===== src/cpuPkg.sv =====
package cpuPkg;

    typedef logic [31:0] word_t;

    typedef enum logic [1:0] {
        aluAdd = 2'd0,
        aluSub = 2'd1,
        aluAnd = 2'd2,
        aluOr  = 2'd3
    } aluOp_t;

    // Bus drivers, at most one active per step
    typedef struct packed {
        logic pcOut;
        logic zOut;
        logic mdrOut;
        logic inPortOut;
        logic cSignOut;
        logic rOut;
        logic baOut;
    } busSources_t;

    typedef struct packed {
        logic pcIn;
        logic irIn;
        logic yIn;
        logic zIn;
        logic marIn;
        logic mdrIn;
        logic rIn;
        logic outPortIn;
    } regLoads_t;

    typedef struct packed {
        logic gra;
        logic grb;
        logic grc;
    } regSelect_t;

    // All strobes of one control step
    typedef struct packed {
        busSources_t sources;
        regLoads_t   loads;
        regSelect_t  select;
        aluOp_t      aluOp;
        logic        incPc;
        logic        read;
        logic        write;
        logic        mdRead;
    } controlWord_t;

    typedef struct packed {
        logic [4:0]  op;
        logic [3:0]  ra;
        logic [3:0]  rb;
        logic [3:0]  rc;
        logic [14:0] unused;
    } regForm_t;

    typedef struct packed {
        logic [4:0]  op;
        logic [3:0]  ra;
        logic [3:0]  rb;
        logic [18:0] c;
    } immForm_t;

    // Same instruction word seen as register or constant format
    typedef union packed {
        regForm_t regForm;
        immForm_t immForm;
    } instruction_t;

endpackage


===== src/programRegisters.sv =====
`timescale 1ns/1ps
module programRegisters (
    input  logic                 clock,
    input  logic                 rst,
    input  logic                 pcIn,
    input  logic                 irIn,
    input  cpuPkg::word_t        bus,
    output cpuPkg::word_t        pc,
    output cpuPkg::instruction_t ir
);

    always_ff @(posedge clock) begin
        if (rst) begin
            pc <= '0;
        end else if (pcIn) begin
            pc <= bus; // Usually PC plus one from Z
        end
    end

    always_ff @(posedge clock) begin
        if (rst) begin
            ir <= '0;
        end else if (irIn) begin
            ir <= bus; // Raw word, decoded by selectEncode
        end
    end

endmodule


===== config.mk =====
export PLATFORM = sky130hd
export DESIGN_NAME = programRegisters
export DESIGN_NICKNAME = d
export VERILOG_FILES = /design/src/cpuPkg.sv /design/src/programRegisters.sv
export SDC_FILE = /design/constraint.sdc
export NUM_CORES = 1
export LEC_CHECK = 0
export BUFFER_PORTS_ARGS = -buffer_cell sky130_fd_sc_hd__clkbuf_2
export CAP_MARGIN = 40
export CORE_UTILIZATION = 44
export CTS_BUF_LIST = sky130_fd_sc_hd__clkbuf_2
export DETAILED_ROUTE_END_ITERATION = 6
export HOLD_SLACK_MARGIN = 0.15
export PLACE_DENSITY = 0.86
export SLEW_MARGIN = 20
export SYNTH_ARGS = -nofsm -noshare
export SYNTH_HDL_FRONTEND = slang
export SYNTH_SLANG_ARGS = --single-unit

===== constraint.sdc =====
create_clock -name clock -period 0.8 [get_ports clock]
set_clock_uncertainty 0.1 [all_clocks]
set_input_delay 0.12 -clock clock [delete_from_list [all_inputs] [get_ports clock]]
set_output_delay 0.12 -clock clock [all_outputs]
set_load 0.05 [all_outputs]

Yosys cells after proc, flatten, opt, wreduce, memory -nomap -nowiden
Cells that the tools add are included.
W data, S select, Z words.
- output and inout bits: 64
- logic and storage cells: 2
- register bits: 64

Longest topological paths before layout
- depth after elaboration: 0
- mapped depth: 4

Worst setup path after synthesis
Ideal clock, no wire load.
- kind: register to register
- from: reg, netlist name ir[0]
- to: reg ir[0] (netlist bit)
- buffers on the path: 0
- arrival time: 817 ps
- path slack: -182 ps
- clock period less this slack: 982 ps
- library setup time: 65 ps
- cell stages (with the launch flop): 3
- cells stage by stage: dfxtp_1 mux2i_1 nor2_1
- RTL lines (item ; RTL line ; source):
    end signal, assigned ; programRegisters.sv:24 ; ir <= bus;
    end, declared ; programRegisters.sv:9 ; output cpuPkg::instruction_t ir

Final worst setup path
- from: reg pc[16]
- to: out pc[16]
- RTL lines (item ; RTL line ; source):
    start, declared ; programRegisters.sv:8 ; output cpuPkg::word_t pc,
    start signal, assigned ; programRegisters.sv:16 ; pc <= bus;
No word-level cell between the ends.

==> flow_summary.json <==
{
  "viasPerCell": 5.458,
  "grt_max_degree": 35,
  "synth_cells": 207,
  "rsz0062_at_grt": "yes",
  "crit_buf_inv": 1,
  "die_width_um": 74.92,
  "fmax_mhz": 753.3,
  "cts_buffers": 9,
  "tightest_slew_ns": 0.3650,
  "clk_latency_ns": 0.49,
  "rows": 26,
  "wl_per_cell_um": 26.58,
  "hold_viol_final": 0,
  "yosysTopAreaCellShare_pct": 54.76,
  "p_leak_nw": 2.183,
  "ys_types": 7,
  "yosys-top-cells-count": "64 x dfxtp_1, 64 x mux2i_1, 64 x nor2_1",
  "vias": 2314,
  "start_util_pct": 45.81,
  "grt_first_pass_wirelength_um": 12500,
  "clock_sinks": 64,
  "synth-edff-count": 0,
  "setup-tns-final_ns": -34.38,
  "r2r_start": "ir[12]$_SDFFE_PP0P_",
  "cts_root_buffer": "clkbuf_2",
  "final_nets": 386,
  "finalWorstSetupSlack_ns": -0.5275,
  "worstSetupPathType": "register to primary output",
  "hold_path_end": "pc[31]$_SDFFE_PP0P_",
  "antenna_cells": 0,
  "slew_viol_final": 0,
  "ys_warn_count": 0,
  "crit_slowest_cell": "dfxtp_4",
  "regToRegSetupSlack_ns": -0.27,
  "fin_crit_ns": 1.327,
  "grt_pass1_vias": 2235,
  "htreeDepth": 3,
  "place_ws_ns": -0.1842,
  "drv_cap": 0,
  "end_kind": "primary output",
  "instances_no_fill": 424,
  "fin_area_mm2": 0.004937,
  "slowest_delay_ns": 0.42,
  "hold_path.class": "input pin to register",
  "overflow": 0,
  "synth_flop_cell": "dfxtp_1",
  "grt_use_total_pct": 32.14,
  "wl_um": 11270,
  "dieArea_mm2": 0.005613,
  "finalSetupViolations": 106,
  "postSynthNetCount": 243,
  "ir_drop_mv": 1.537,
  "first_pass_iters": 4,
  "grt_antenna_before_repair": 0,
  "holdWs_ns": 0.03272,
  "dpl_cell_area_mm2": 0.003223,
  "ys_seq_elements": 64,
  "drc": 0,
  "synth_async_sr_flop_share_pct": 0,
  "io_pins": 100,
  "p_per_area_mw_per_mm2": 1574,
  "syn_area_mm2": 0.002340,
  "areaGrowthSynthToFinish_pct": 111.0,
  "hold_depth": 4,
  "worstPathArrival_ns": 1.11,
  "reg2reg_to": "ir[12]$_SDFFE_PP0P_",
  "min_from": "pcIn",
  "antenna_left": 0,
  "port_buffers": 99,
  "hold_buffers": 33,
  "yosys-top-cells-area": "dfxtp_1 55%, mux2i_1 27%, nor2_1 10%, buf_12 5.1%, buf_2 1.3%",
  "critPathMaxFanout": 2,
  "syn_area_per_cell_um2": 11.30,
  "startpoint_type": "register",
  "violations": "setup timing",
  "ys_seq_area_share_pct": 54.76,
  "critical_path.cell_chain": "clkbuf_16",
  "place_inst": 367,
  "cts_tree": "done",
  "drt-initial-drc-count": 138,
  "yosysTopAreaCell": "dfxtp_1",
  "critical-path-top-delay-family": "flip-flops",
  "clock_path_buffers": 2,
  "status": "finished with violations",
  "design.core.area_mm2": 0.005107,
  "worst-r2r-cell-count": 3,
  "die_h_um": 74.92,
  "place.gp.congestion": 0.7586,
  "post-route-period-util_pct": 165.9,
  "worstPathRequired_ns": 0.58,
  "slew_headroom_pct": 75.66,
  "post-dp-hpwl_um": 3573,
  "cts.clk_slew.worst_paths_ns": 0.20,
  "drive_above_1_share_pct": 59.04
}
where the power goes:
| part | internal [mW] | switching (mW) | leakage [nW] |
|---|---|---|---|
| registers | 3.31 | 0.238 | 0.570 |
| logic | 1.28 | 1.28 | 1.56 |
| clock network | 0.428 | 1.24 | 0.0571 |
| total | 5.01 | 2.76 | 2.18 |
metrics by stage:
stage / power [mW] / util [%]
after floorplan: 4.596 / -
after global placement: 4.979 / 63.11
after detailed placement: 5.013 / 63.11
after CTS: 7.234 / 92.87
after global routing: 7.980 / 96.67
final: 7.771 / 96.67
worst max-delay path by stage:
stage	startpoint	end	slack, ns	depth (start not counted)
after floorplan	ir[0]$_SDFFE_PP0P_	ir[0]$_SDFFE_PP0P_	-0.02	2
after global routing	ir[28]$_SDFFE_PP0P_	ir[28]	-0.58	1
after detailed placement	pcIn	pc[14]$_SDFFE_PP0P_	-0.18	4
final	pc[16]$_SDFFE_PP0P_	pc[16]	-0.53	1
after global placement	pcIn	pc[5]$_SDFFE_PP0P_	-0.14	4
after CTS	pc[9]$_SDFFE_PP0P_	pc[9]	-0.46	1
registers in the layout (all words and copies together) (netlist names):
name / cells
ir: 32
pc: 32
cells in the final DEF, fill, tap and decap left out, drive strengths merged:
master and count:
buf 24, dlygate4sd3 32, nor2 64, dfxtp 64, clkbuf 103, clkinv 2
mux2i 64, dlymetal6s4s 1
final cells by class:
class | instances | area [um2]
repair buffers | 147 | 2286
flip-flops and latches | 64 | 1519
multi-input cells | 128 | 972.2
fillers | 95 | 170.2
well taps | 70 | 87.58
clock buffers | 13 | 65.06
clock inverters | 2 | 7.507
cells by family after synthesis:
family	Yosys count	synth area share [%]
buf+inv	15	7.594
simple gates	64	10.27
mux	64	27.38
flops	64	54.76
metal layers:
layer	wire (um)	global-route usage, %
met1	3832	32.66
met2	5811	59.56
met3	872	9.639
met4	755	15.93
met5	0	0
what timing repair did:
| item | CTS | global route |
|---|---|---|
| setup endpoints to repair | 64 | 104 |
| endpoints found under the hold margin | 64 | 62 |
| gates resized for setup | 167 | 28 |
| gates cloned | 0 | 1 |
| setup buffers | 1 | 8 |
| pin swaps | 0 | 5 |
No activity file was read; power rests on OpenSTA's default activity.
