File: config.mk
export PLATFORM = sky130hd
export DESIGN_NAME = busMultiplexer
export DESIGN_NICKNAME = d
export VERILOG_FILES = /design/src/cpuPkg.sv /design/src/busMultiplexer.sv
export SDC_FILE = /design/constraint.sdc
export NUM_CORES = 1
export LEC_CHECK = 0
export BUFFER_PORTS_ARGS = -buffer_cell sky130_fd_sc_hd__buf_2
export CORE_AREA = 2 2 90 92
export DETAILED_ROUTE_END_ITERATION = 12
export DIE_AREA = 0 0 92 94
export PLACE_DENSITY = 0.51
export SETUP_SLACK_MARGIN = 0.2
export SYNTH_ARGS = -nofsm -noshare
export SYNTH_HDL_FRONTEND = slang
export SYNTH_SLANG_ARGS = --single-unit
File: constraint.sdc
create_clock -name vclk -period 0.9
set_clock_uncertainty 0.1 [all_clocks]
set_input_delay 0.09 -clock vclk [all_inputs]
set_output_delay 0.09 -clock vclk [all_outputs]
set_load 0.03 [all_outputs]
File: src/cpuPkg.sv
package cpuPkg;

    typedef logic [31:0] word_t;

    typedef enum logic [1:0] {
        aluAdd = 2'd0,
        aluSub = 2'd1,
        aluAnd = 2'd2,
        aluOr  = 2'd3
    } aluOp_t;

    // Bus drivers, at most one active per step
    typedef struct packed {
        logic pcOut;
        logic zOut;
        logic mdrOut;
        logic inPortOut;
        logic cSignOut;
        logic rOut;
        logic baOut;
    } busSources_t;

    typedef struct packed {
        logic pcIn;
        logic irIn;
        logic yIn;
        logic zIn;
        logic marIn;
        logic mdrIn;
        logic rIn;
        logic outPortIn;
    } regLoads_t;

    typedef struct packed {
        logic gra;
        logic grb;
        logic grc;
    } regSelect_t;

    // All strobes of one control step
    typedef struct packed {
        busSources_t sources;
        regLoads_t   loads;
        regSelect_t  select;
        aluOp_t      aluOp;
        logic        incPc;
        logic        read;
        logic        write;
        logic        mdRead;
    } controlWord_t;

    typedef struct packed {
        logic [4:0]  op;
        logic [3:0]  ra;
        logic [3:0]  rb;
        logic [3:0]  rc;
        logic [14:0] unused;
    } regForm_t;

    typedef struct packed {
        logic [4:0]  op;
        logic [3:0]  ra;
        logic [3:0]  rb;
        logic [18:0] c;
    } immForm_t;

    // Same instruction word seen as register or constant format
    typedef union packed {
        regForm_t regForm;
        immForm_t immForm;
    } instruction_t;

endpackage

File: src/busMultiplexer.sv
`timescale 1ns/1ps
module busMultiplexer (
    input  logic                clock,
    input  logic                rst,
    input  cpuPkg::busSources_t sources,
    input  cpuPkg::word_t       pc,
    input  cpuPkg::word_t       zValue,
    input  cpuPkg::word_t       mdrValue,
    input  cpuPkg::word_t       inPort,
    input  cpuPkg::word_t       cValue,
    input  cpuPkg::word_t       regValue,
    output cpuPkg::word_t       bus
);

    logic [31:0] pcMask;
    logic [31:0] zMask;
    logic [31:0] mdrMask;
    logic [31:0] inPortMask;
    logic [31:0] cMask;
    logic [31:0] regMask;

    // One mask per source, so no source wins over another
    assign pcMask     = {32{sources.pcOut}};
    assign zMask      = {32{sources.zOut}};
    assign mdrMask    = {32{sources.mdrOut}};
    assign inPortMask = {32{sources.inPortOut}};
    assign cMask      = {32{sources.cSignOut}};
    assign regMask    = {32{sources.rOut | sources.baOut}}; // R0 zeroing done in the file

    // Zero when nothing drives
    assign bus = (pcMask & pc)
               | (zMask & zValue)
               | (mdrMask & mdrValue)
               | (inPortMask & inPort)
               | (cMask & cValue)
               | (regMask & regValue);

    // A second driver would OR two words together on the bus
    singleBusDriver: assert property (
        @(posedge clock) disable iff (rst) $onehot0(sources)
    ) else $error("busMultiplexer: more than one out-strobe high");

endmodule

# --- Yosys cells after proc, flatten, opt, wreduce, memory -nomap -nowiden ---
# Cells that the tools add are included.
classes:
  bitwise: 12
ops:
  columns: ["operator", "n"]
  rows:
  - ["32-bit bitwise AND", 6]
  - ["32-bit bitwise OR", 5]
  - ["1-bit bitwise OR", 1]
totals:
  reg_bits: 0
  out_inout_bits: 32
  wordCells: 12

# --- Longest topological paths before layout ---
depth:
  word_depth: 6
  depth_mapped: 3
  depth_no_buf: 2

# --- Least setup slack after synthesis ---
# Ideal clock, no wire load.
synth_path:
  kind: "input to output"
  startpoint: "input port sources[4] in the netlist's numbering"
  endpoint: "output port bus[10]"
  path_slack_ns: -0.121
  path_stages: 3
  arrival_ns: 0.831
  n_path_buf: 1
  path_cell_list: "buf_2 -> a222oi_1 -> nand3_1"
synth_via:
  elab_chain_cells: 5
synth_lines:
  columns: ["element", "line", "source"]
  rows:
  - ["start, declared", "busMultiplexer.sv:5", "input cpuPkg::busSources_t sources,"]
  - ["32-bit bitwise AND", "busMultiplexer.sv:33", "| (mdrMask & mdrValue)"]
  - ["32-bit bitwise OR", "busMultiplexer.sv:33", null]
  - ["32-bit bitwise OR", "busMultiplexer.sv:34", "| (inPortMask & inPort)"]
  - ["32-bit bitwise OR", "busMultiplexer.sv:35", "| (cMask & cValue)"]
  - ["32-bit bitwise OR", "busMultiplexer.sv:36", "| (regMask & regValue);"]
  - ["end, declared", "busMultiplexer.sv:12", "output cpuPkg::word_t bus"]
# Every way passes these cells.

# --- Final worst setup path ---
layout_path:
  startpoint: "input port sources[6] in the netlist's numbering"
  endpoint: "output port bus[9]"
layout_via:
  elab_chain_cells: 6
layout_lines:
  columns: ["element", "line", "source"]
  rows:
  - ["32-bit bitwise AND", "busMultiplexer.sv:31", "assign bus = (pcMask & pc)"]
  - ["32-bit bitwise OR", "busMultiplexer.sv:32", "| (zMask & zValue)"]
  - ["32-bit bitwise OR", "busMultiplexer.sv:33", null]
  - ["32-bit bitwise OR", "busMultiplexer.sv:34", null]
  - ["32-bit bitwise OR", "busMultiplexer.sv:35", null]
  - ["32-bit bitwise OR", "busMultiplexer.sv:36", null]
# Every way passes these cells.

==> results.toml <==
[power]
leakage_nw = 1.432
p_int_mw = 0.8341
clockPowerShare = 0
p_switching_mw = 0.7660
power_mw = 1.600
combPwrFrac = 1.000
power_density_mw_per_mm2 = 550.5
peakVddDrop_uv = 165.6
seqPwrFrac = 0
swShare = 0.4787

[floorplan]
num_rows = 32
die_w_um = 92
chipHeight_um = 94
ios = 233
core_area_mm2 = 0.007607
die_area_mm2 = 0.008648
start_util = 0.1304

[flow_run]
drv_cap = 0

[synthesis]
netlist_area_um2 = 992.2
yosysWarnings = 0
synth_cell_type_count = 7
yosysSeqAreaShare = 0
syn_nets = 350
postSynthAreaPerCell_um2 = 6.659
synthCells = 149

[grt]
grt_first_pass_wirelength_um = 11980
grt-ovfl-total = 0
grt_antenna_before_repair = 0
grt_pass1_vias = 2420
grt_max_degree = 22
grt_usage = 0.1696

[routing]
wire_per_inst_um = 17.10
detail-route-antenna-nets = 0
drtIter0Drc = 156
drc_errors = 0
dr.pass1.iters = 5
vias = 2467
drt-total-wl_um = 8327
viasPerCell = 5.066

[placed_design]
dp_slack_ps = -356.9
placed_cells = 485
gp_congestion = 0.8859
dp_hpwl_um = 6454
placement.io_buffers = 231
post_dp_cell_area_mm2 = 0.002605

[cts]
postCtsSetupBuffers = 0

[setup_path]
required_ps = 710
crit_path_top_delay_cell = "a222oi_1"
critPathCaptureType = "primary output"
worst-path-max-fanout = 16
cp_cell_sequence = "buf_12, buf_12, a222oi_1, nand3_2, buf_6"
worst_ep_arrival_time_ps = 1060
critPathBufInv = 3
cp-start-kind = "input pin"
slowest_delay_ps = 430
worstSetupStartpoint = "sources[6]"
cp_top_family = "compound AO/OA/AOI/OAI gates"
criticalPathCategory = "input pin to primary output"
cp_common_cell = "buf_12"
crit_end = "bus[9]"
path_depth = 5

[cells_and_area]
area_growth_pct = 192.9
finish.instance_area_mm2 = 0.002907
drive_above_1_share = 0.7610
final_cells = 487
design.seq.count = 0
nNetsFinal = 588
diodes = 0
nClkBuffers = 0
regArea_um2 = 0

[timing]
worstMarginPinSlew_ps = 395.8
finalCritPeriodShare = 1.384
setup_viol = 32
finalMaxSlewViolations = 0
setup_ws_ps = -345.2
hold_ws_ps = 391.5
hold_viol = 0
fmax_mhz = 803.1
min_period_ps = 1245
slew_headroom = 0.7362
grt_setup_unrepaired = "yes"

[min_path]
hp-class = "input pin to primary output"

[run_status]
status = "complete, but fails checks"
violations = "negative setup slack"
-- tightest hold or removal path: stages --
cell and delay [ps]:
buf_2 80, a22oi_2 50, nand3_2 60, buf_6 120
-- Yosys cell counts --
cell,instances,share of area
a222oi_1,32,0.32
o21ai_0,32,0.16
nand3_1,32,0.16
clkbuf_1,10,0.038
buf_6,3,0.034
buf_2,8,0.040
a22oi_1,32,0.24
-- area by class of cell --
cell class / instances / area [µm²]
Timing Repair Buffer: 257 / 1718
Tap cell: 102 / 127.6
Multi-Input combinational cell: 128 / 1061
Fill cell: 802 / 4701
-- routing by layer --
layer | vias up | wire, µm | GRT usage
li1 | 1158 | - | -
met1 | 1144 | 3301 | 0.2110
met2 | 155 | 4304 | 0.3217
met3 | 10 | 624 | 0.01445
met4 | 0 | 96 | 0.02736
met5 | - | 0 | 0
-- what timing repair did --
action | 4_1_cts | 5_1_grt
cloned | 2 | 0
hold buffers | 0 | 0
setup endpoints to repair | 32 | 32
gates resized for setup | 75 | 3
pin swaps | 24 | 32
-- placed cells by master (no fill, tap or decap), drive strengths merged --
cell type  count
o21ai         32
a222oi        32
a22oi         32
nand3         32
buf          257
-- cells by family (layout without fill, tap and decap cells) --
family          after synthesis  count (layout)  share of synthesized area
buf+inv                      21             257                     0.1122
simple gates                 32              32                     0.1614
compound gates               96              96                     0.7264
-- per-stage QoR --
step	TNS, ps	util
2_1_floorplan	-1587	-
3_3_place_gp	-10600	0.3424
3_5_place_dp	-10560	0.3424
4_1_cts	-8900	0.3801
5_1_grt	-10380	0.3821
6_report	-8947	0.3821
-- power by group through the flow --
stage / logic [mW] / clock network (mW) / registers, mW
finish: 1.60 / 0 / 0
global route: 1.71 / 0 / 0
CTS: 1.59 / 0 / 0
detailed placement: 1.40 / 0 / 0
global placement: 1.39 / 0 / 0
floorplan: 0.681 / 0 / 0
-- worst min-delay path by stage --
stage / from / endpoint / slack (ps) / cells past startpoint
after global placement: cValue[18] / bus[18] / 450 / 4
after global routing: cValue[16] / bus[16] / 410 / 4
final: cValue[16] / bus[16] / 390 / 4
after floorplan: inPort[0] / bus[0] / 280 / 2
after detailed placement: cValue[18] / bus[18] / 450 / 4
after CTS: inPort[8] / bus[8] / 400 / 4
Power figures use the tool's default switching activity.
