$ cat src/cpuPkg.sv
package cpuPkg;

    typedef logic [31:0] word_t;

    typedef enum logic [1:0] {
        aluAdd = 2'd0,
        aluSub = 2'd1,
        aluAnd = 2'd2,
        aluOr  = 2'd3
    } aluOp_t;

    // Bus drivers, at most one active per step
    typedef struct packed {
        logic pcOut;
        logic zOut;
        logic mdrOut;
        logic inPortOut;
        logic cSignOut;
        logic rOut;
        logic baOut;
    } busSources_t;

    typedef struct packed {
        logic pcIn;
        logic irIn;
        logic yIn;
        logic zIn;
        logic marIn;
        logic mdrIn;
        logic rIn;
        logic outPortIn;
    } regLoads_t;

    typedef struct packed {
        logic gra;
        logic grb;
        logic grc;
    } regSelect_t;

    // All strobes of one control step
    typedef struct packed {
        busSources_t sources;
        regLoads_t   loads;
        regSelect_t  select;
        aluOp_t      aluOp;
        logic        incPc;
        logic        read;
        logic        write;
        logic        mdRead;
    } controlWord_t;

    typedef struct packed {
        logic [4:0]  op;
        logic [3:0]  ra;
        logic [3:0]  rb;
        logic [3:0]  rc;
        logic [14:0] unused;
    } regForm_t;

    typedef struct packed {
        logic [4:0]  op;
        logic [3:0]  ra;
        logic [3:0]  rb;
        logic [18:0] c;
    } immForm_t;

    // Same instruction word seen as register or constant format
    typedef union packed {
        regForm_t regForm;
        immForm_t immForm;
    } instruction_t;

endpackage

$ cat src/aluUnit.sv
`timescale 1ns/1ps
module aluUnit (
    input  logic           clock,
    input  logic           rst,
    input  logic           yIn,
    input  logic           zIn,
    input  logic           incPc,
    input  cpuPkg::aluOp_t aluOp,
    input  cpuPkg::word_t  bus,
    output cpuPkg::word_t  zValue
);

    import cpuPkg::*;

    word_t yReg;
    word_t aluResult;
    word_t zNext;

    // First operand is held in Y, second comes off the bus
    always_ff @(posedge clock) begin
        if (rst) begin
            yReg <= '0;
        end else if (yIn) begin
            yReg <= bus;
        end
    end

    always_comb begin
        case (aluOp)
            aluAdd:  aluResult = yReg + bus;
            aluSub:  aluResult = yReg - bus;
            aluAnd:  aluResult = yReg & bus;
            aluOr:   aluResult = yReg | bus;
            default: aluResult = '0;
        endcase
    end

    // Increment path bypasses Y entirely
    assign zNext = incPc ? bus + 32'd1 : aluResult;

    always_ff @(posedge clock) begin
        if (rst) begin
            zValue <= '0;
        end else if (zIn) begin
            zValue <= zNext;
        end
    end

    // A lone incPc would be lost since only Z captures it
    incPcNeedsZ: assert property (
        @(posedge clock) disable iff (rst) incPc |-> zIn
    ) else $error("aluUnit: incPc high without zIn");

endmodule

$ cat config.mk
export PLATFORM = sky130hd
export DESIGN_NAME = aluUnit
export DESIGN_NICKNAME = d
export VERILOG_FILES = /design/src/cpuPkg.sv /design/src/aluUnit.sv
export SDC_FILE = /design/constraint.sdc
export NUM_CORES = 1
export LEC_CHECK = 0
export BUFFER_PORTS_ARGS = -buffer_cell sky130_fd_sc_hd__buf_2
export CAP_MARGIN = 40
export CORE_MARGIN = 2
export CORE_UTILIZATION = 27
export CTS_CLUSTER_DIAMETER = 30
export DETAILED_ROUTE_END_ITERATION = 12
export GPL_TIMING_DRIVEN = 0
export MAX_ROUTING_LAYER = met4
export PLACE_DENSITY = 0.57
export SLEW_MARGIN = 10
export SYNTH_ARGS = -nofsm -noshare
export SYNTH_HDL_FRONTEND = slang
export SYNTH_SLANG_ARGS = --single-unit
$ cat constraint.sdc
create_clock -name clock -period 3.5 [get_ports clock]
set_input_delay 0.525 -clock clock [delete_from_list [all_inputs] [get_ports clock]]
set_output_delay 0.525 -clock clock [all_outputs]
set_load 0.05 [all_outputs]
-- Word level (Yosys, flattened, before mapping)
Index checks and enable logic that the tools add are counted.
- bits in registers: 64
- output and inout bits: 32
- input bits: 39
- word-level logic and storage cells: 13
- add/subtract/negate cells: 3
- mux-type cells: 2
- reduce and logical (&&, ||, !) cells: 1
- equality and inequality tests: 3
- bitwise operators: 2
- operator list (kind ; count):
    $pmux W32 S4 ; 1
    $add A32 B1 Y32 const B ; 1
    $add A32 B32 Y32 ; 1
    $and A32 B32 Y32 ; 1
    $mux W32 ; 1
    $or A32 B32 Y32 ; 1
    $sub A32 B32 Y32 ; 1
    $eq A2 B2 Y1 const B ; 2
    $eq A2 B1 Y1 const B ; 1
    $logic_not A2 Y1 ; 1

-- Longest topological paths before layout
- depth in word-level cells: 3
- depth in mapped cells: 17
- gate-level depth less buffers: 17

-- Worst setup path after synthesis
No wires, ideal clock.
- path kind: input -> register
- start: input bus[3]
- end: register zValue[25]
- path buffers: 1
- path slack: -0.270 ns
- stages: 15
- arrival: 3.667 ns
- required time: 3.397 ns
- cells stage by stage: buf_4 -> nor4_1 -> and3_1 -> nand2_1 -> o41ai_1 -> xor2_1 -> ha_1 -> a21oi_1 -> o21ai_0 -> nor2_1 -> nand3_2 -> a41oi_1 -> xnor2_1 -> o21ai_1 -> a2111oi_2
- word-level cells in the longest chain between the ends: 3
- RTL lines (what ; line ; text):
    start, declared ; aluUnit.sv:9 ; input cpuPkg::word_t bus,
    $sub A32 B32 Y32 / $add A32 B32 Y32 (equally long branches) ; aluUnit.sv:31, aluUnit.sv:30 ;
    $pmux W32 S4 ; aluUnit.sv:29 ; case (aluOp)
    $mux W32 (*) ; aluUnit.sv:39 ; assign zNext = incPc ? bus + 32'd1 : aluResult;
    end signal, assigned ; aluUnit.sv:45 ; zValue <= zNext;
    end, declared ; aluUnit.sv:10 ; output cpuPkg::word_t zValue
Every way passes the cells marked *; elsewhere a longest branch is shown, timed or not.
A chain may end at the register's enable or synchronous reset.

-- Worst setup path after layout
- start: input bus[12]
- end: register zValue[28]
The elaborated chain is that of the path after synthesis.

==> reports/metrics.cfg <==
[worst_hold_path]
hold_start = bus[12]
holdCritPathClass = input port to flip-flop

[route]
wire_per_inst_microns = 20.40
route.vias.total = 6506
drt-initial-drc-count = 594
routed_wl_mm = 24.14
remaining_drc_errors = 0
drtAntennaViolNets = 0
first_pass_iters = 7
route.detailed.vias_per_inst = 5.500

[placement]
global_placement_routability_congestion = 0.9004
detailed_place_hpwl_mm = 17.68
port_buffers = 45
numPlacedInstances = 1147

[global_routing]
initial_antenna_violation_count = 0
grt_max_degree = 12
first_pass_grt_wire_length_mm = 35.51
grt.overflow.total = 0
grt.total_usage_pct = 20.00
number_of_global_route_vias_before_repair = 6024

[clock_network]
ctsLongestPathBuffers = 2
clk_root_buffer_cell = clkbuf_16
clock_sinks = 64
cts_hold_buffers = 0
clk_transition_reported_paths_ps = 60
cts_tree = built
cts_inserted_buffers = 9
cts-htree-levels = 3
clock_latency_ps = 350

[layout]
final_util_pct = 34.62
leading_cell_type_in_the_layout_fill_and_taps_excluded = nor2_1
final_layout_size_suffix_gt1_share_pct = 21.49
synthToLayoutAreaGrowth_pct = 26.11
fillCellCount = 2368
layout.nets = 969
layout.cells.most_common_list = nor2_1, a21oi_1, dfxtp_1
diodes = 0
stdcell_count = 1183

[timing]
tns_ps = 0
slew_headroom_pct = 38.71
period_needed_ps = 3463
timing.final.setup_violations = 0
worst-slew-pin-transition_ps = 919.3
slew_viol_final = 0
clock-skew-final_ps = 7.746
finalCritPeriodShare_pct = 98.94
unrepaired_setup_endpoints_after_global_routing = true
number_of_hold_slack_violations_in_the_final_timing_report = 0
max_clock_freq_ghz = 0.2888
finalHoldWorstSlack_ps = 421.1

[worst_setup_path]
cp.arrival_ps = 3690
worst_path_most_repeated_cell = a21oi_1
worstSetupPathType = input port to flip-flop
worst_r2r_startpoint = yReg[0]
endpoint_kind = flip-flop
timing.critical_path.slowest_cell_delay_ps = 490
timing.critical_path.fanout_max = 9
critical-path-slowest-cell = ha_2
worst_setup_path_startpoint = bus[12]
req_time_crit_path_ps = 3730
worstSetupStartpointType = input port
worstPathCellList = buf_12 -> or3_4 -> nor3_4 -> and3_4 -> and2b_1 -> a21oi_1 -> xnor2_1 -> ha_2 -> a21oi_4 -> nor2b_1 -> o21ai_0 -> a211o_1 -> o31a_1 -> o21ai_2 -> xnor2_2 -> a21oi_1

[synth]
synth.yosys.warnings = 0
synthesis.area_sq_um = 6216
synth_edf_count = 0
synth_top_flop_cell = dfxtp_1
postSynthNetCount = 887
synth.yosys.seq_area_share_pct = 20.61
synth.avg_cell_area_sq_um = 7.655
postSynth.asyncResetShare_pct = 0
synthesis.instances = 812
synth.distinct_cells = 83
register_bit_count_reported_by_yosys = 64

[floorplan]
die_height_microns = 155.7
design.die.area_sq_um = 24250
pin_count = 71
num_rows = 55
floorplan.die.width_microns = 155.7
initial_core_util_pct = 27.46
core-area_sq_um = 22640

[job]
max_cap_viol_count = 0

[outcome]
status = finished, final reports clean

[power]
cellPowerDensity_nw_per_um2 = 384.3
fin_total_pwr_mw = 3.013
p_leak_nw = 3.230
vdd_ir_drop_max_mv = 0.2544

==> flip-flops by register name (all words and copies together), names as in the netlist <==
signal and flops:
yReg 32, zValue 32
==> metal layers <==
| metal | vias to the layer above | track usage [%] | part of all wire [%] |
|---|---|---|---|
| met4 | 0 | 5.898 | 2.1 |
| met2 | 261 | 29.37 | 43 |
| met1 | 3109 | 27.59 | 46 |
| met3 | 44 | 4.139 | 8.1 |
| met5 | - | - | 0 |
| li1 | 3092 | - | - |
==> final cells by class <==
class	count	area (sq um)	area share, %
Clock inverter	3	65.06	0.8300
Sequential cell	64	1281	16.34
Tap cell	285	356.6	4.549
Inverter	19	71.32	0.9098
Buffer	62	344.1	4.389
Timing Repair Buffer	74	481.7	6.145
Clock buffer	12	256.5	3.272
Multi-Input combinational cell	664	4982	63.56
==> per-stage QoR <==
| stage | instance area [sq um] | setup WS, ps |
|---|---|---|
| final | 7839 | 37.14 |
| after global routing | 7839 | -90.83 |
| after CTS | 7471 | -16.53 |
| after detailed placement | 6948 | -882.2 |
| after global placement | 6888 | -1045 |
| after floorplan | 6306 | -17.26 |
==> repair_timing <==
| item | in CTS | in global routing |
|---|---|---|
| pin swaps | 20 | 37 |
| setup buffers | 14 | 10 |
| setup endpoints to repair | 19 | 19 |
| gates resized for setup | 29 | 75 |
==> cells by family after synthesis <==
family                   after synthesis  synth area share, %
multiplexers                          40                6.441
buffers and inverters                 84                5.817
AO/OA/AOI/OAI                        218                22.67
adder cells (fa/ha/maj)               58                10.91
flip-flops                            64                20.61
XOR/XNOR                              80                11.39
AND/OR/NAND/NOR                      268                22.16
==> critical path, delay by kind of cell <==
family,cells,cell delay (ps)
compound gates,7,1070
xor+xnor,2,280
fa+ha+maj,1,490
buf+inv,1,100
simple gates,5,1230
==> Yosys cell counts (4+ instances only) <==
| master | instances | share of area, % |
|---|---|---|
| a21oi_1 | 72 | 5.8 |
| o21ai_0 | 45 | 3.6 |
| nor2b_1 | 7 | 0.70 |
| xor2_1 | 33 | 4.6 |
| nand2_1 | 53 | 3.2 |
| and4_1 | 9 | 1.3 |
| a211o_1 | 5 | 0.70 |
| inv_1 | 19 | 1.1 |
| buf_1 | 8 | 0.48 |
| nand4_1 | 12 | 1.2 |
| o211ai_1 | 7 | 0.85 |
| a211oi_1 | 8 | 0.97 |
| a31oi_1 | 7 | 0.70 |
| o21a_1 | 4 | 0.48 |
| buf_2 | 13 | 1.0 |
| a21o_1 | 9 | 1.1 |
| dfxtp_1 | 64 | 21 |
| nand3_1 | 20 | 1.6 |
| o21bai_1 | 4 | 0.48 |
| nor2_1 | 98 | 5.9 |
| o31ai_1 | 7 | 0.85 |
| nor3_1 | 16 | 1.3 |
| a22o_1 | 5 | 0.70 |
| buf_4 | 4 | 0.48 |
| and3_1 | 11 | 1.1 |
| xnor2_1 | 46 | 6.5 |
| clkbuf_1 | 38 | 2.3 |
| ha_1 | 35 | 7.0 |
| nand2b_1 | 7 | 0.70 |
| mux2i_1 | 40 | 6.4 |
| maj3_1 | 22 | 3.5 |
==> worst paths after layout <==
| kind | endpoint | slack (ps) | cells past startpoint |
|---|---|---|---|
| min | yReg[12] | 420 | 3 |
| max reg2reg | zValue[18] | 690 | 12 |
| max | zValue[28] | 40 | 16 |
| min reg2reg | zValue[23] | 440 | 2 |
==> power breakdown <==
group | internal, mW | total [mW] | switching, mW
logic | 0.444 | 1.17 | 0.723
registers | 0.784 | 0.828 | 0.0443
clock network | 0.658 | 1.02 | 0.360
Note: power is estimated with default switching activity, not from simulation.
