===== src/cpuPkg.sv =====
package cpuPkg;

    typedef logic [31:0] word_t;

    typedef enum logic [1:0] {
        aluAdd = 2'd0,
        aluSub = 2'd1,
        aluAnd = 2'd2,
        aluOr  = 2'd3
    } aluOp_t;

    // Bus drivers, at most one active per step
    typedef struct packed {
        logic pcOut;
        logic zOut;
        logic mdrOut;
        logic inPortOut;
        logic cSignOut;
        logic rOut;
        logic baOut;
    } busSources_t;

    typedef struct packed {
        logic pcIn;
        logic irIn;
        logic yIn;
        logic zIn;
        logic marIn;
        logic mdrIn;
        logic rIn;
        logic outPortIn;
    } regLoads_t;

    typedef struct packed {
        logic gra;
        logic grb;
        logic grc;
    } regSelect_t;

    // All strobes of one control step
    typedef struct packed {
        busSources_t sources;
        regLoads_t   loads;
        regSelect_t  select;
        aluOp_t      aluOp;
        logic        incPc;
        logic        read;
        logic        write;
        logic        mdRead;
    } controlWord_t;

    typedef struct packed {
        logic [4:0]  op;
        logic [3:0]  ra;
        logic [3:0]  rb;
        logic [3:0]  rc;
        logic [14:0] unused;
    } regForm_t;

    typedef struct packed {
        logic [4:0]  op;
        logic [3:0]  ra;
        logic [3:0]  rb;
        logic [18:0] c;
    } immForm_t;

    // Same instruction word seen as register or constant format
    typedef union packed {
        regForm_t regForm;
        immForm_t immForm;
    } instruction_t;

endpackage


===== src/registerFile.sv =====
`timescale 1ns/1ps
module registerFile (
    input  logic          clock,
    input  logic          rst,
    input  logic [3:0]    regIndex,
    input  logic          rIn,
    input  logic          baOut,
    input  cpuPkg::word_t bus,
    output cpuPkg::word_t regValue
);

    import cpuPkg::*;

    localparam int regCount = 16;

    word_t regs [regCount];
    logic  baseIsZero;

    always_ff @(posedge clock) begin
        if (rst) begin
            for (int i = 0; i < regCount; i++) begin
                regs[i] <= '0;
            end
        end else if (rIn) begin
            regs[regIndex] <= bus; // Picked by gra, grb or grc
        end
    end

    // Base address through R0 means an absolute address
    assign baseIsZero = baOut && (regIndex == 4'd0);

    assign regValue = baseIsZero ? '0 : regs[regIndex];

endmodule


===== config.mk =====
export PLATFORM = sky130hd
export DESIGN_NAME = registerFile
export DESIGN_NICKNAME = d
export VERILOG_FILES = /design/src/cpuPkg.sv /design/src/registerFile.sv
export SDC_FILE = /design/constraint.sdc
export NUM_CORES = 1
export LEC_CHECK = 0
export BUFFER_PORTS_ARGS = -buffer_cell sky130_fd_sc_hd__buf_4
export CAP_MARGIN = 10
export CORE_MARGIN = 3
export CORE_UTILIZATION = 60
export DETAILED_ROUTE_END_ITERATION = 7
export PLACE_DENSITY = 0.8
export REMOVE_ABC_BUFFERS = 1
export SKIP_LAST_GASP = 1
export SLEW_MARGIN = 25
export SYNTH_ARGS = -nofsm -noshare
export SYNTH_HDL_FRONTEND = slang
export SYNTH_SLANG_ARGS = --single-unit

===== constraint.sdc =====
create_clock -name clock -period 4.21 [get_ports clock]
set_input_delay 0.6315 -clock clock [delete_from_list [all_inputs] [get_ports clock]]
set_output_delay 0.6315 -clock clock [all_outputs]
set_load 0.02 [all_outputs]

* After elaboration in Yosys (flattened, before gate mapping) *
Memories as Yosys holds them, arrays and structs flattened.
Cells that the tools add are included.

cells by class
  $add $sub $neg = 0
  $mul = 0
  div/mod/pow operators = 0
  $lt $le $gt $ge = 0
  equality and inequality tests = 0
  shifts and indexed selects = 0
  muxes and demuxes = 9
  bitwise operators = 0
  reduce and logical (&&, ||, !) cells = 3

operators with widths
  cell                 count
  $mux W32             2
  $reduce_or A32 Y1    1
  $mux W1              6
  $logic_not A4 Y1     1
  $mux W4              1
  $logic_and A1 B1 Y1  1

storage, ports and cells
  flip-flop bits (word level) = 0
  latch bits = 0
  bits in writable memories = 512
  memory bits (read-only) = 0
  input bits = 40
  output and inout port bits = 32
  logic and storage cells = 13
  memories kept = 1

memory list
  name  depth  bits a word  rd ports  clocked after Yosys merged registers in  write ports  RTL line            text
  regs  16     32           1         0                                        16           registerFile.sv:16  word_t regs [regCount];

* Logic depth before layout (Yosys ltp) *
Gate-level depths: netlist of run 1.

  depth in word-level cells = 5
  depth in mapped cells = 6
  gate-level depth less buffers = 3

* Worst setup path after synthesis of run 1 *
No wires, ideal clock.

  path type = in2out
  from = input port regIndex[1]
  to = output port regValue[11]
  data arrival time = 2091 ps
  required time = 3579 ps
  path slack = 1488 ps
  cell stages on the path = 6
  buffers on the path = 3
  path through = buf_2 buf_2 buf_2 mux2i_1 a22o_1 o31ai_1

between the ends
  word-level cells in the longest chain between the ends = 3
  elaborated cells between the ends (all ways) = 4
  those cells by class = mux (1); reduce/logical (2); memory (1)

ends and longest elaborated chain
  item                                                                     RTL line            text
  start, declared                                                          registerFile.sv:5   input logic [3:0] regIndex,
  parallel branches: the longest is 2 deep, another holds $mem_v2 Z16 W32  -
  $mux W32 *                                                               registerFile.sv:32  assign regValue = baseIsZero ? '0 : regs[regIndex];
  end, declared                                                            registerFile.sv:9   output cpuPkg::word_t regValue

Mark *: on every way between the ends.

* Worst setup path after layout of run 1 *
  from = input port regIndex[0]
  to = output port regValue[9]

Same word-level chain as after synthesis.

==> results of run 1 <==
path summary, 6_finish.rpt:
path,end,cells past startpoint,slack [ps],startpoint
setup / recovery,regValue[9],6,840,regIndex[0]
hold / removal,regs[4][6]$_SDFFCE_PN0P_,2,450,bus[6]
through the flow:
| step | hold WS (ps) | cells |
|---|---|---|
| after floorplan | 830 | 1391 |
| after global placement | 1010 | 2025 |
| after detailed placement | 1020 | 2027 |
| after CTS | 433 | 2116 |
| after global routing | 452 | 2118 |
| final | 447 | 2118 |
layout make-up:
type / count / area (sq um) / area share
Multi-Input combinational cell: 878 / 7420 / 0.284
Clock inverter: 24 / 155 / 0.00595
Antenna cell: 2 / 5.00 / 0.000192
Timing Repair Buffer: 125 / 1110 / 0.0426
Inverter: 1 / 3.75 / 0.000144
Clock buffer: 65 / 1370 / 0.0526
Sequential cell: 512 / 15400 / 0.590
Tap cell: 511 / 639 / 0.0245
cells in the mapped netlist, drive strengths merged:
| cell type | n |
|---|---|
| a22o | 64 |
| a32oi | 32 |
| and2 | 513 |
| buf | 38 |
| clkbuf | 104 |
| edfxtp | 512 |
| inv | 1 |
| mux2i | 128 |
| mux4 | 64 |
| nand2 | 1 |
| nand2b | 2 |
| nand4b | 1 |
| nand4bb | 2 |
| nor2 | 14 |
| nor2b | 3 |
| nor3 | 4 |
| o31ai | 32 |
| or2 | 16 |
| or3b | 1 |
| or4b | 1 |
power breakdown:
part | switching, uW | internal [uW] | total [uW]
logic | 573 | 377 | 950
registers | 79.3 | 5890 | 5970
clock network | 1820 | 2400 | 4220
routing by layer:
layer  track usage  routed length, um  vias up
met1         0.376              21300     6674
met4        0.0995               1850        2
met3        0.0654               5890      122
met2         0.449              27500      683
met5             0                 11        -
li1              -                  -     5746
kinds of logic (layout without fill, tap and decap cells):
logic type,Yosys count,count (layout),share of synthesized area
muxes,192,192,0.117
other,0,2,0
and+or+nand+nor,558,558,0.150
DFF,512,512,0.661
AOI/OAI and AO/OA,128,128,0.0465
buffers and inverters,143,215,0.0254
==> results.md, run 1 <==
- Area share of the largest cell type after synthesis: 0.661
- Clock Tree Buf Depth: 3
- First-pass GRT wire length: 85,000 um
- Residual DRC: 0
- Pin count of the biggest net entering global routing: 70
- Synth area leader: edfxtp_1
- Die Y: 203 um
- CP Capture Type: output port
- GRT Total Usage: 0.278
- Number of core rows: 71
- Most frequent cells in the layout: and2_1, edfxtp_1, mux2i_1
- Total gr overflow: 0
- Post-CTS Setup Bufs: 0
- HPWL Detailed: 31,300 um
- Drt via density: 6.25
- WP data arrival: 2740 ps
- Worst path top cell family by delay: buffers and inverters
- Final Util: 0.688
- Vias in the first global route: 13,800
- Area of placed instances: 24,500 sq um
- Setup ws final: 839 ps
- Cts repair resizes: 0
- Die outline width: 203 um
- Vias: 13,200
- Pleak: 0.00948 uW
- CTS clk-pin slew, worst paths: 60 ps
- PnR Total Power: 11,100 uW
- CTS tree: yes
- Clk root buf: clkbuf_16
- Worst slew pin tran: 969 ps
- Maximum vdd drop: 0.415 mV
- Status: finished, final reports clean
- Initial Util: 0.613
- Worst relative slew slack: 0.354
- CP max-delay cell: buf_4
- Place WS: 821 ps
- Top Ports: 72
- RSZ-0062 raised after global routing: no
- Final hold violation count: 0
- Final worst path period share: 0.801
- Number of buffers created by CTS: 50
- Layout cells sized above 1: 0.181
- Post-route ant nets: 0
- GP Congestion: 0.828
- Area of the mapped netlist: 23,300 sq um
- Worst Hold Class: input pin to flip-flop
- Worst Path Required: 3580 ps
- Power Density: 427 nW/um^2
- Final Critical Period: 3370 ps
- Clock sinks: 512
- Largest stage delay, worst path: 530 ps
- Crit-path max FO: 31
- Buf+Inv Stages, Crit Path: 3
- Hold buffer count at cts: 0
- Final instance area: 26,100 sq um
- Max reg flops: 512
- Initial DRC Count: 1,445
- Total Nets Final: 1,608
- Synth top area cells: edfxtp_1, and2_1, mux4_2
- Final Max Slew Viols: 0
- Initial antenna violation count: 4
- Critical path class: input pin to output port
- Setup total negative slack: 0 ps
- Largest Register: regs
- Avg Cell Area, Syn: 15.2 sq um
- Core Box Area: 37,900 sq um
- # fillers: 2,522
- Crit path cell chain: buf_4 -> buf_4 -> mux4_2 -> a32oi_1 -> o31ai_1 -> buf_4
- Yosys reg bits: 512
- Seq/Total Area, Yosys: 0.661
- Post-DR wirelength/cell: 26.7 um
- Full die area: 41,200 sq um
- Fmax: 297 MHz
- Startpoint types: input pin
- Mapped Cells: 1,533
- Setup Viol. Count Final: 0
- Regs by FF count: regs x512
- Post-synth cell types: 26
- Layout area overhead: 12.1%
- Cell mode on critical path: buf_4
- PortBufs: 71
- Drt pass-1 iters: 6
- Routed WL: 56,500 um
- Max_cap viols: 0
- Syn. warnings: 0
- Number of H-tree branching levels: 2
Power figures use the tool's default switching activity.
==> run 2, diff against run 1 <==
--- a/config.mk
+++ b/config.mk
@@ -8,9 +8,9 @@
 export BUFFER_PORTS_ARGS = -buffer_cell sky130_fd_sc_hd__buf_4
 export CAP_MARGIN = 10
 export CORE_MARGIN = 3
-export CORE_UTILIZATION = 60
+export CORE_UTILIZATION = 56
 export DETAILED_ROUTE_END_ITERATION = 7
-export PLACE_DENSITY = 0.8
+export PLACE_DENSITY = 0.79
 export REMOVE_ABC_BUFFERS = 1
 export SKIP_LAST_GASP = 1
 export SLEW_MARGIN = 25
==> constraint.sdc (replaced) <==
create_clock -name clock -period 3.1 [get_ports clock]
set_input_delay 0.465 -clock clock [delete_from_list [all_inputs] [get_ports clock]]
set_output_delay 0.465 -clock clock [all_outputs]
set_load 0.02 [all_outputs]
==> results.md, run 2 (synthesis results as in run 1) <==
- Status: finished, final reports clean
- Final worst path period share: 0.895
- Final Critical Period: 2770 ps
- CTS clk-pin slew, worst paths: 60 ps (about the same)
- Hold buffer count at cts: 0 (unchanged)
- Initial DRC Count: 1,247 (-14%)
- Crit-path max FO: 32 (+3.2%)
- GRT Total Usage: 0.255 (-0.0236)
- Number of H-tree branching levels: 2 (unchanged)
- Critical path origin: regIndex[0]
- Setup ws final: 327 ps (-512 ps)
- Cts repair resizes: 0 (unchanged)
- Maximum vdd drop: 0.366 mV (-12%)
- Post-route ant nets: 0 (unchanged)
- Core Box Area: 40,900 sq um (+7.9%)
- Worst hold slack: 257 ps (-190 ps)
- CTS tree: yes
- Vias in the first global route: 13,500 (-1.8%)
- Critical path class: input pin to output port
- Initial Util: 0.568 (-0.0448)
- Routed WL: 55,800 um (-1.2%)
- Post-DR wirelength/cell: 26.0 um (-2.5%)
- Vias: 13,200 (-0.35%)
- Hold Crit Start: bus[22]
- Max_cap viols: 0 (unchanged)
- Worst slew pin tran: 1060 ps (+91.1 ps)
- Die outline width: 210 um (+3.4%)
- Largest Register: regs
- Startpoint types: input pin
- Die Y: 210 um (+3.4%)
- Layout area overhead: 12.6%
- PortBufs: 71 (unchanged)
- PnR Total Power: 15,200 uW (+36%)
- Number of buffers created by CTS: 51 (+2.0%)
- Most frequent cells in the layout: and2_1, edfxtp_1, mux2i_1
- Full die area: 44,000 sq um (+6.9%)
- Clock Tree Buf Depth: 3 (unchanged)
- CP Capture Type: output port
- Top Ports: 72 (unchanged)
- Final Max Slew Viols: 0 (unchanged)
- Residual DRC: 0 (unchanged)
- Ant. Diodes: 0 (-2)
- Setup Viol. Count Final: 0 (unchanged)
- Max reg flops: 512 (unchanged)
- Setup total negative slack: 0 ps (unchanged)
- Place WS: 303 ps (-518 ps)
- Fmax: 361 MHz
- Layout cells sized above 1: 0.190 (+0.00828)
- Drt via density: 6.14 (-1.6%)
- Number of core rows: 74 (+4.2%)
- Clock sinks: 512 (unchanged)
- Final Util: 0.640 (-0.0473)
- Clk root buf: clkbuf_16
- Pleak: 0.00956 uW (+0.76%)
- Total Nets Final: 1,620 (+0.75%)
- Final hold violation count: 0 (unchanged)
- Regs by FF count: regs x512
- Post-CTS Setup Bufs: 0 (unchanged)
- Power Density: 578 nW/um^2 (+35%)
- GP Congestion: 0.806 (-2.7%)
- HPWL Detailed: 32,500 um (+3.9%)
- Total gr overflow: 0 (unchanged)
- First-pass GRT wire length: 83,400 um (-1.8%)
- WP data arrival: 2310 ps (-430 ps)
- Drt pass-1 iters: 5 (-1)
- Worst relative slew slack: 0.293 (-0.0607)
- RSZ-0062 raised after global routing: no
- Pin count of the biggest net entering global routing: 52 (-26%)
- Worst Path Required: 2630 ps (-950 ps)
- Initial antenna violation count: 0 (-4)
- Worst Hold Class: input pin to flip-flop
==> run 2: cell types whose count changed in the layout (fill, tap and decap cells not counted), moves of 2 or more <==
cell and change:
buf_12 +2, buf_16 +2, buf_4 +8, clkinv_1 -7
clkinv_2 +2, diode_2 -2, nor2_2 +7, nor2_4 -7
==> run 2: final timing paths <==
path,to,depth (start not counted)
worst max-delay path,regValue[7],7
worst min-delay path,regs[13][22]$_SDFFCE_PN0P_,2
==> run 2: area by class of cell <==
type | count | area, sq um
Inverter | 1 | 3.75
Fill cell | 2893 | 14700
Sequential cell | 512 | 15400
Multi-Input combinational cell | 878 | 7380
Tap cell | 532 | 666
Clock buffer | 65 | 1350
Clock inverter | 22 | 173
Timing Repair Buffer | 136 | 1250
==> run 2: critical path: stages <==
cell and delay, ps:
buf_4 210, buf_4 220, or3b_1 380, buf_4 300, a32oi_1 390, o31ai_1 140
buf_4 180
==> run 2: routing by layer <==
layer	GRT usage	vias to the layer above	wire [um]
met5	0	-	0
met4	0.0903	0	1930
met3	0.0472	122	4270
met2	0.423	573	27400
met1	0.341	6727	22200
li1	-	5759	-
==> run 2: power breakdown <==
group          internal, uW  total [uW]  leakage [uW]  switching, uW
combinational           528        1310       0.00393            787
sequential             8010        8110       0.00488            105
clock                  3230        5730      0.000746           2500
total                 11800       15200       0.00956           3390
==> run 2: metrics by stage <==
stage / instance area (sq um) / std cells
2_1_floorplan: 22700 / 1391
3_5_place_dp: 24600 / 2058
4_1_cts: 26200 / 2145
3_3_place_gp: 24600 / 2056
5_1_grt: 26200 / 2146
6_report: 26200 / 2146
==> run 3, diff against run 2 <==
--- a/config.mk
+++ b/config.mk
@@ -10,10 +10,10 @@
 export CORE_MARGIN = 3
 export CORE_UTILIZATION = 56
 export DETAILED_ROUTE_END_ITERATION = 7
+export MAX_ROUTING_LAYER = met4
 export PLACE_DENSITY = 0.79
 export REMOVE_ABC_BUFFERS = 1
 export SKIP_LAST_GASP = 1
-export SLEW_MARGIN = 25
 export SYNTH_ARGS = -nofsm -noshare
 export SYNTH_HDL_FRONTEND = slang
 export SYNTH_SLANG_ARGS = --single-unit
==> results.md, run 3 (synthesis results as in run 1) <==
- Met1 Use GR: 0.345 (+0.00380)
- CP Capture Type: output port
- Crit-path max FO: 32 (unchanged)
- Post-CTS Setup Bufs: 0 (unchanged)
- Layout cells sized above 1: 0.190 (+0.000767)
- Largest stage delay, worst path: 1140 ps (+750 ps)
- Met2 usage: 0.423 (+0.000449)
- Initial Util: 0.568 (unchanged)
- Power Density: 588 nW/um^2 (+1.7%)
- Most frequent cells in the layout: and2_1, edfxtp_1, mux2i_1
- Final hold violation count: 0 (unchanged)
- Max_cap viols: 0 (unchanged)
- Die Y: 210 um (unchanged)
- RSZ-0062 raised after global routing: no
- Hold buffer count at cts: 0 (unchanged)
- Final worst path period share: 0.965 (+0.0704)
- HPWL Detailed: 32,100 um (-1.3%)
- GP Congestion: 0.818 (+1.5%)
- WP data arrival: 2530 ps (+220 ps)
- Worst relative slew slack: 0.105 (-0.188)
- Total gr overflow: 0 (unchanged)
- Clock Tree Buf Depth: 3 (unchanged)
- Vias: 13,100 (-0.76%)
- Sequential Area: 15,400 sq um (unchanged)
- Cts repair resizes: 0 (unchanged)
- Number of buffers created by CTS: 51 (unchanged)
- CTS tree: yes
- Worst slew pin tran: 1340 ps (+279 ps)
- Core Box Area: 40,900 sq um (unchanged)
- Cell mode on critical path: buf_4
- First-pass GRT wire length: 83,800 um (+0.55%)
- Routed WL: 55,900 um (+0.16%)
- Initial antenna violation count: 1 (+1)
- Clock sinks: 512 (unchanged)
- Post-route ant nets: 0 (unchanged)
- # fillers: 2,907 (+0.48%)
- Worst Path Required: 2630 ps (about the same)
- Top Ports: 72 (unchanged)
- Drt via density: 6.08 (-0.99%)
- Clk root buf: clkbuf_16
- Full die area: 44,000 sq um (unchanged)
- Post-DR wirelength/cell: 26.0 um (about the same)
- Regs by FF count: regs x512
- Number of core rows: 74 (unchanged)
- Critical path class: input pin to output port
- Maximum vdd drop: 0.374 mV (+2.5%)
- Pin count of the biggest net entering global routing: 52 (unchanged)
- Global route hottest layer: met2
- Final Util: 0.640 (about the same)
- Layout area overhead: 12.6% (about the same)
- Worst path top cell family by delay: simple AND/OR/NAND/NOR gates
- Number of H-tree branching levels: 2 (unchanged)
- Worst Hold Class: input pin to flip-flop
- Startpoint types: input pin
- GRT Total Usage: 0.264 (+0.00965)
- Final Critical Period: 2990 ps (+218 ps)
- Buf+Inv Stages, Crit Path: 2 (-2)
- Place WS: 197 ps (-106 ps)
- Crit path cell chain: buf_4 -> nor2b_4 -> a22o_1 -> o31ai_1 -> buf_4
- Fmax: 334 MHz (-7.3%)
- Initial DRC Count: 1,129 (-9.5%)
- Pleak: 0.00956 uW (about the same)
- CTS clk-pin slew, worst paths: 60 ps (about the same)
- PortBufs: 71 (unchanged)
- PnR Total Power: 15,400 uW (+1.7%)
- Status: finished, final reports clean
- Setup total negative slack: 0 ps (unchanged)
- Drt pass-1 iters: 5 (unchanged)
- Setup Viol. Count Final: 0 (unchanged)
- Area of the multi-input gates: 7380 sq um (about the same)
- Residual DRC: 0 (unchanged)
- Met3 Use GR: 0.0538 (+0.00658)
- Max reg flops: 512 (unchanged)
- Setup ws final: 108 ps (-218 ps)
- Largest Register: regs
- Final Max Slew Viols: 0 (unchanged)
- Die outline width: 210 um (unchanged)
- Total Nets Final: 1,617 (-0.19%)
- CP max-delay cell: nor2b_4
- Vias in the first global route: 13,500 (+0.15%)
[run 3: path summary, 6_finish.rpt]
check	start	depth (start not counted)	slack [ps]	end
worst max-delay path	regIndex[0]	5	110	regValue[30]
worst min-delay path	bus[22]	2	270	regs[6][22]$_SDFFCE_PN0P_
[run 3: cell type report]
cell class | count | share of cell area
Timing Repair Buffer | 133 | 0.0446
Antenna cell | 1 | 0.0000955
Multi-Input combinational cell | 878 | 0.282
Tap cell | 532 | 0.0254
Inverter | 1 | 0.000143
Clock inverter | 35 | 0.0113
Clock buffer | 59 | 0.0499
Sequential cell | 512 | 0.587
[run 3: routing by layer]
metal	part of all wire	wire length, um
met4	0.032	1810
met5	0	0
met1	0.40	22100
met2	0.49	27600
met3	0.078	4380
[run 3: metrics by stage]
stage / instance area [sq um] / hold slack [ps] / instances
after floorplan: 22700 / 663 / 1391
after global placement: 24600 / 845 / 2056
after detailed placement: 24600 / 860 / 2056
after CTS: 26200 / 238 / 2150
after global routing: 26200 / 265 / 2151
final: 26200 / 270 / 2151
[run 3: power by group]
| group | leakage (uW) | switching (uW) | internal (uW) | total [uW] |
|---|---|---|---|---|
| Sequential | 0.00488 | 105 | 8010 | 8110 |
| Clock | 0.000791 | 2570 | 3430 | 6000 |
| Combinational | 0.00389 | 781 | 517 | 1300 |
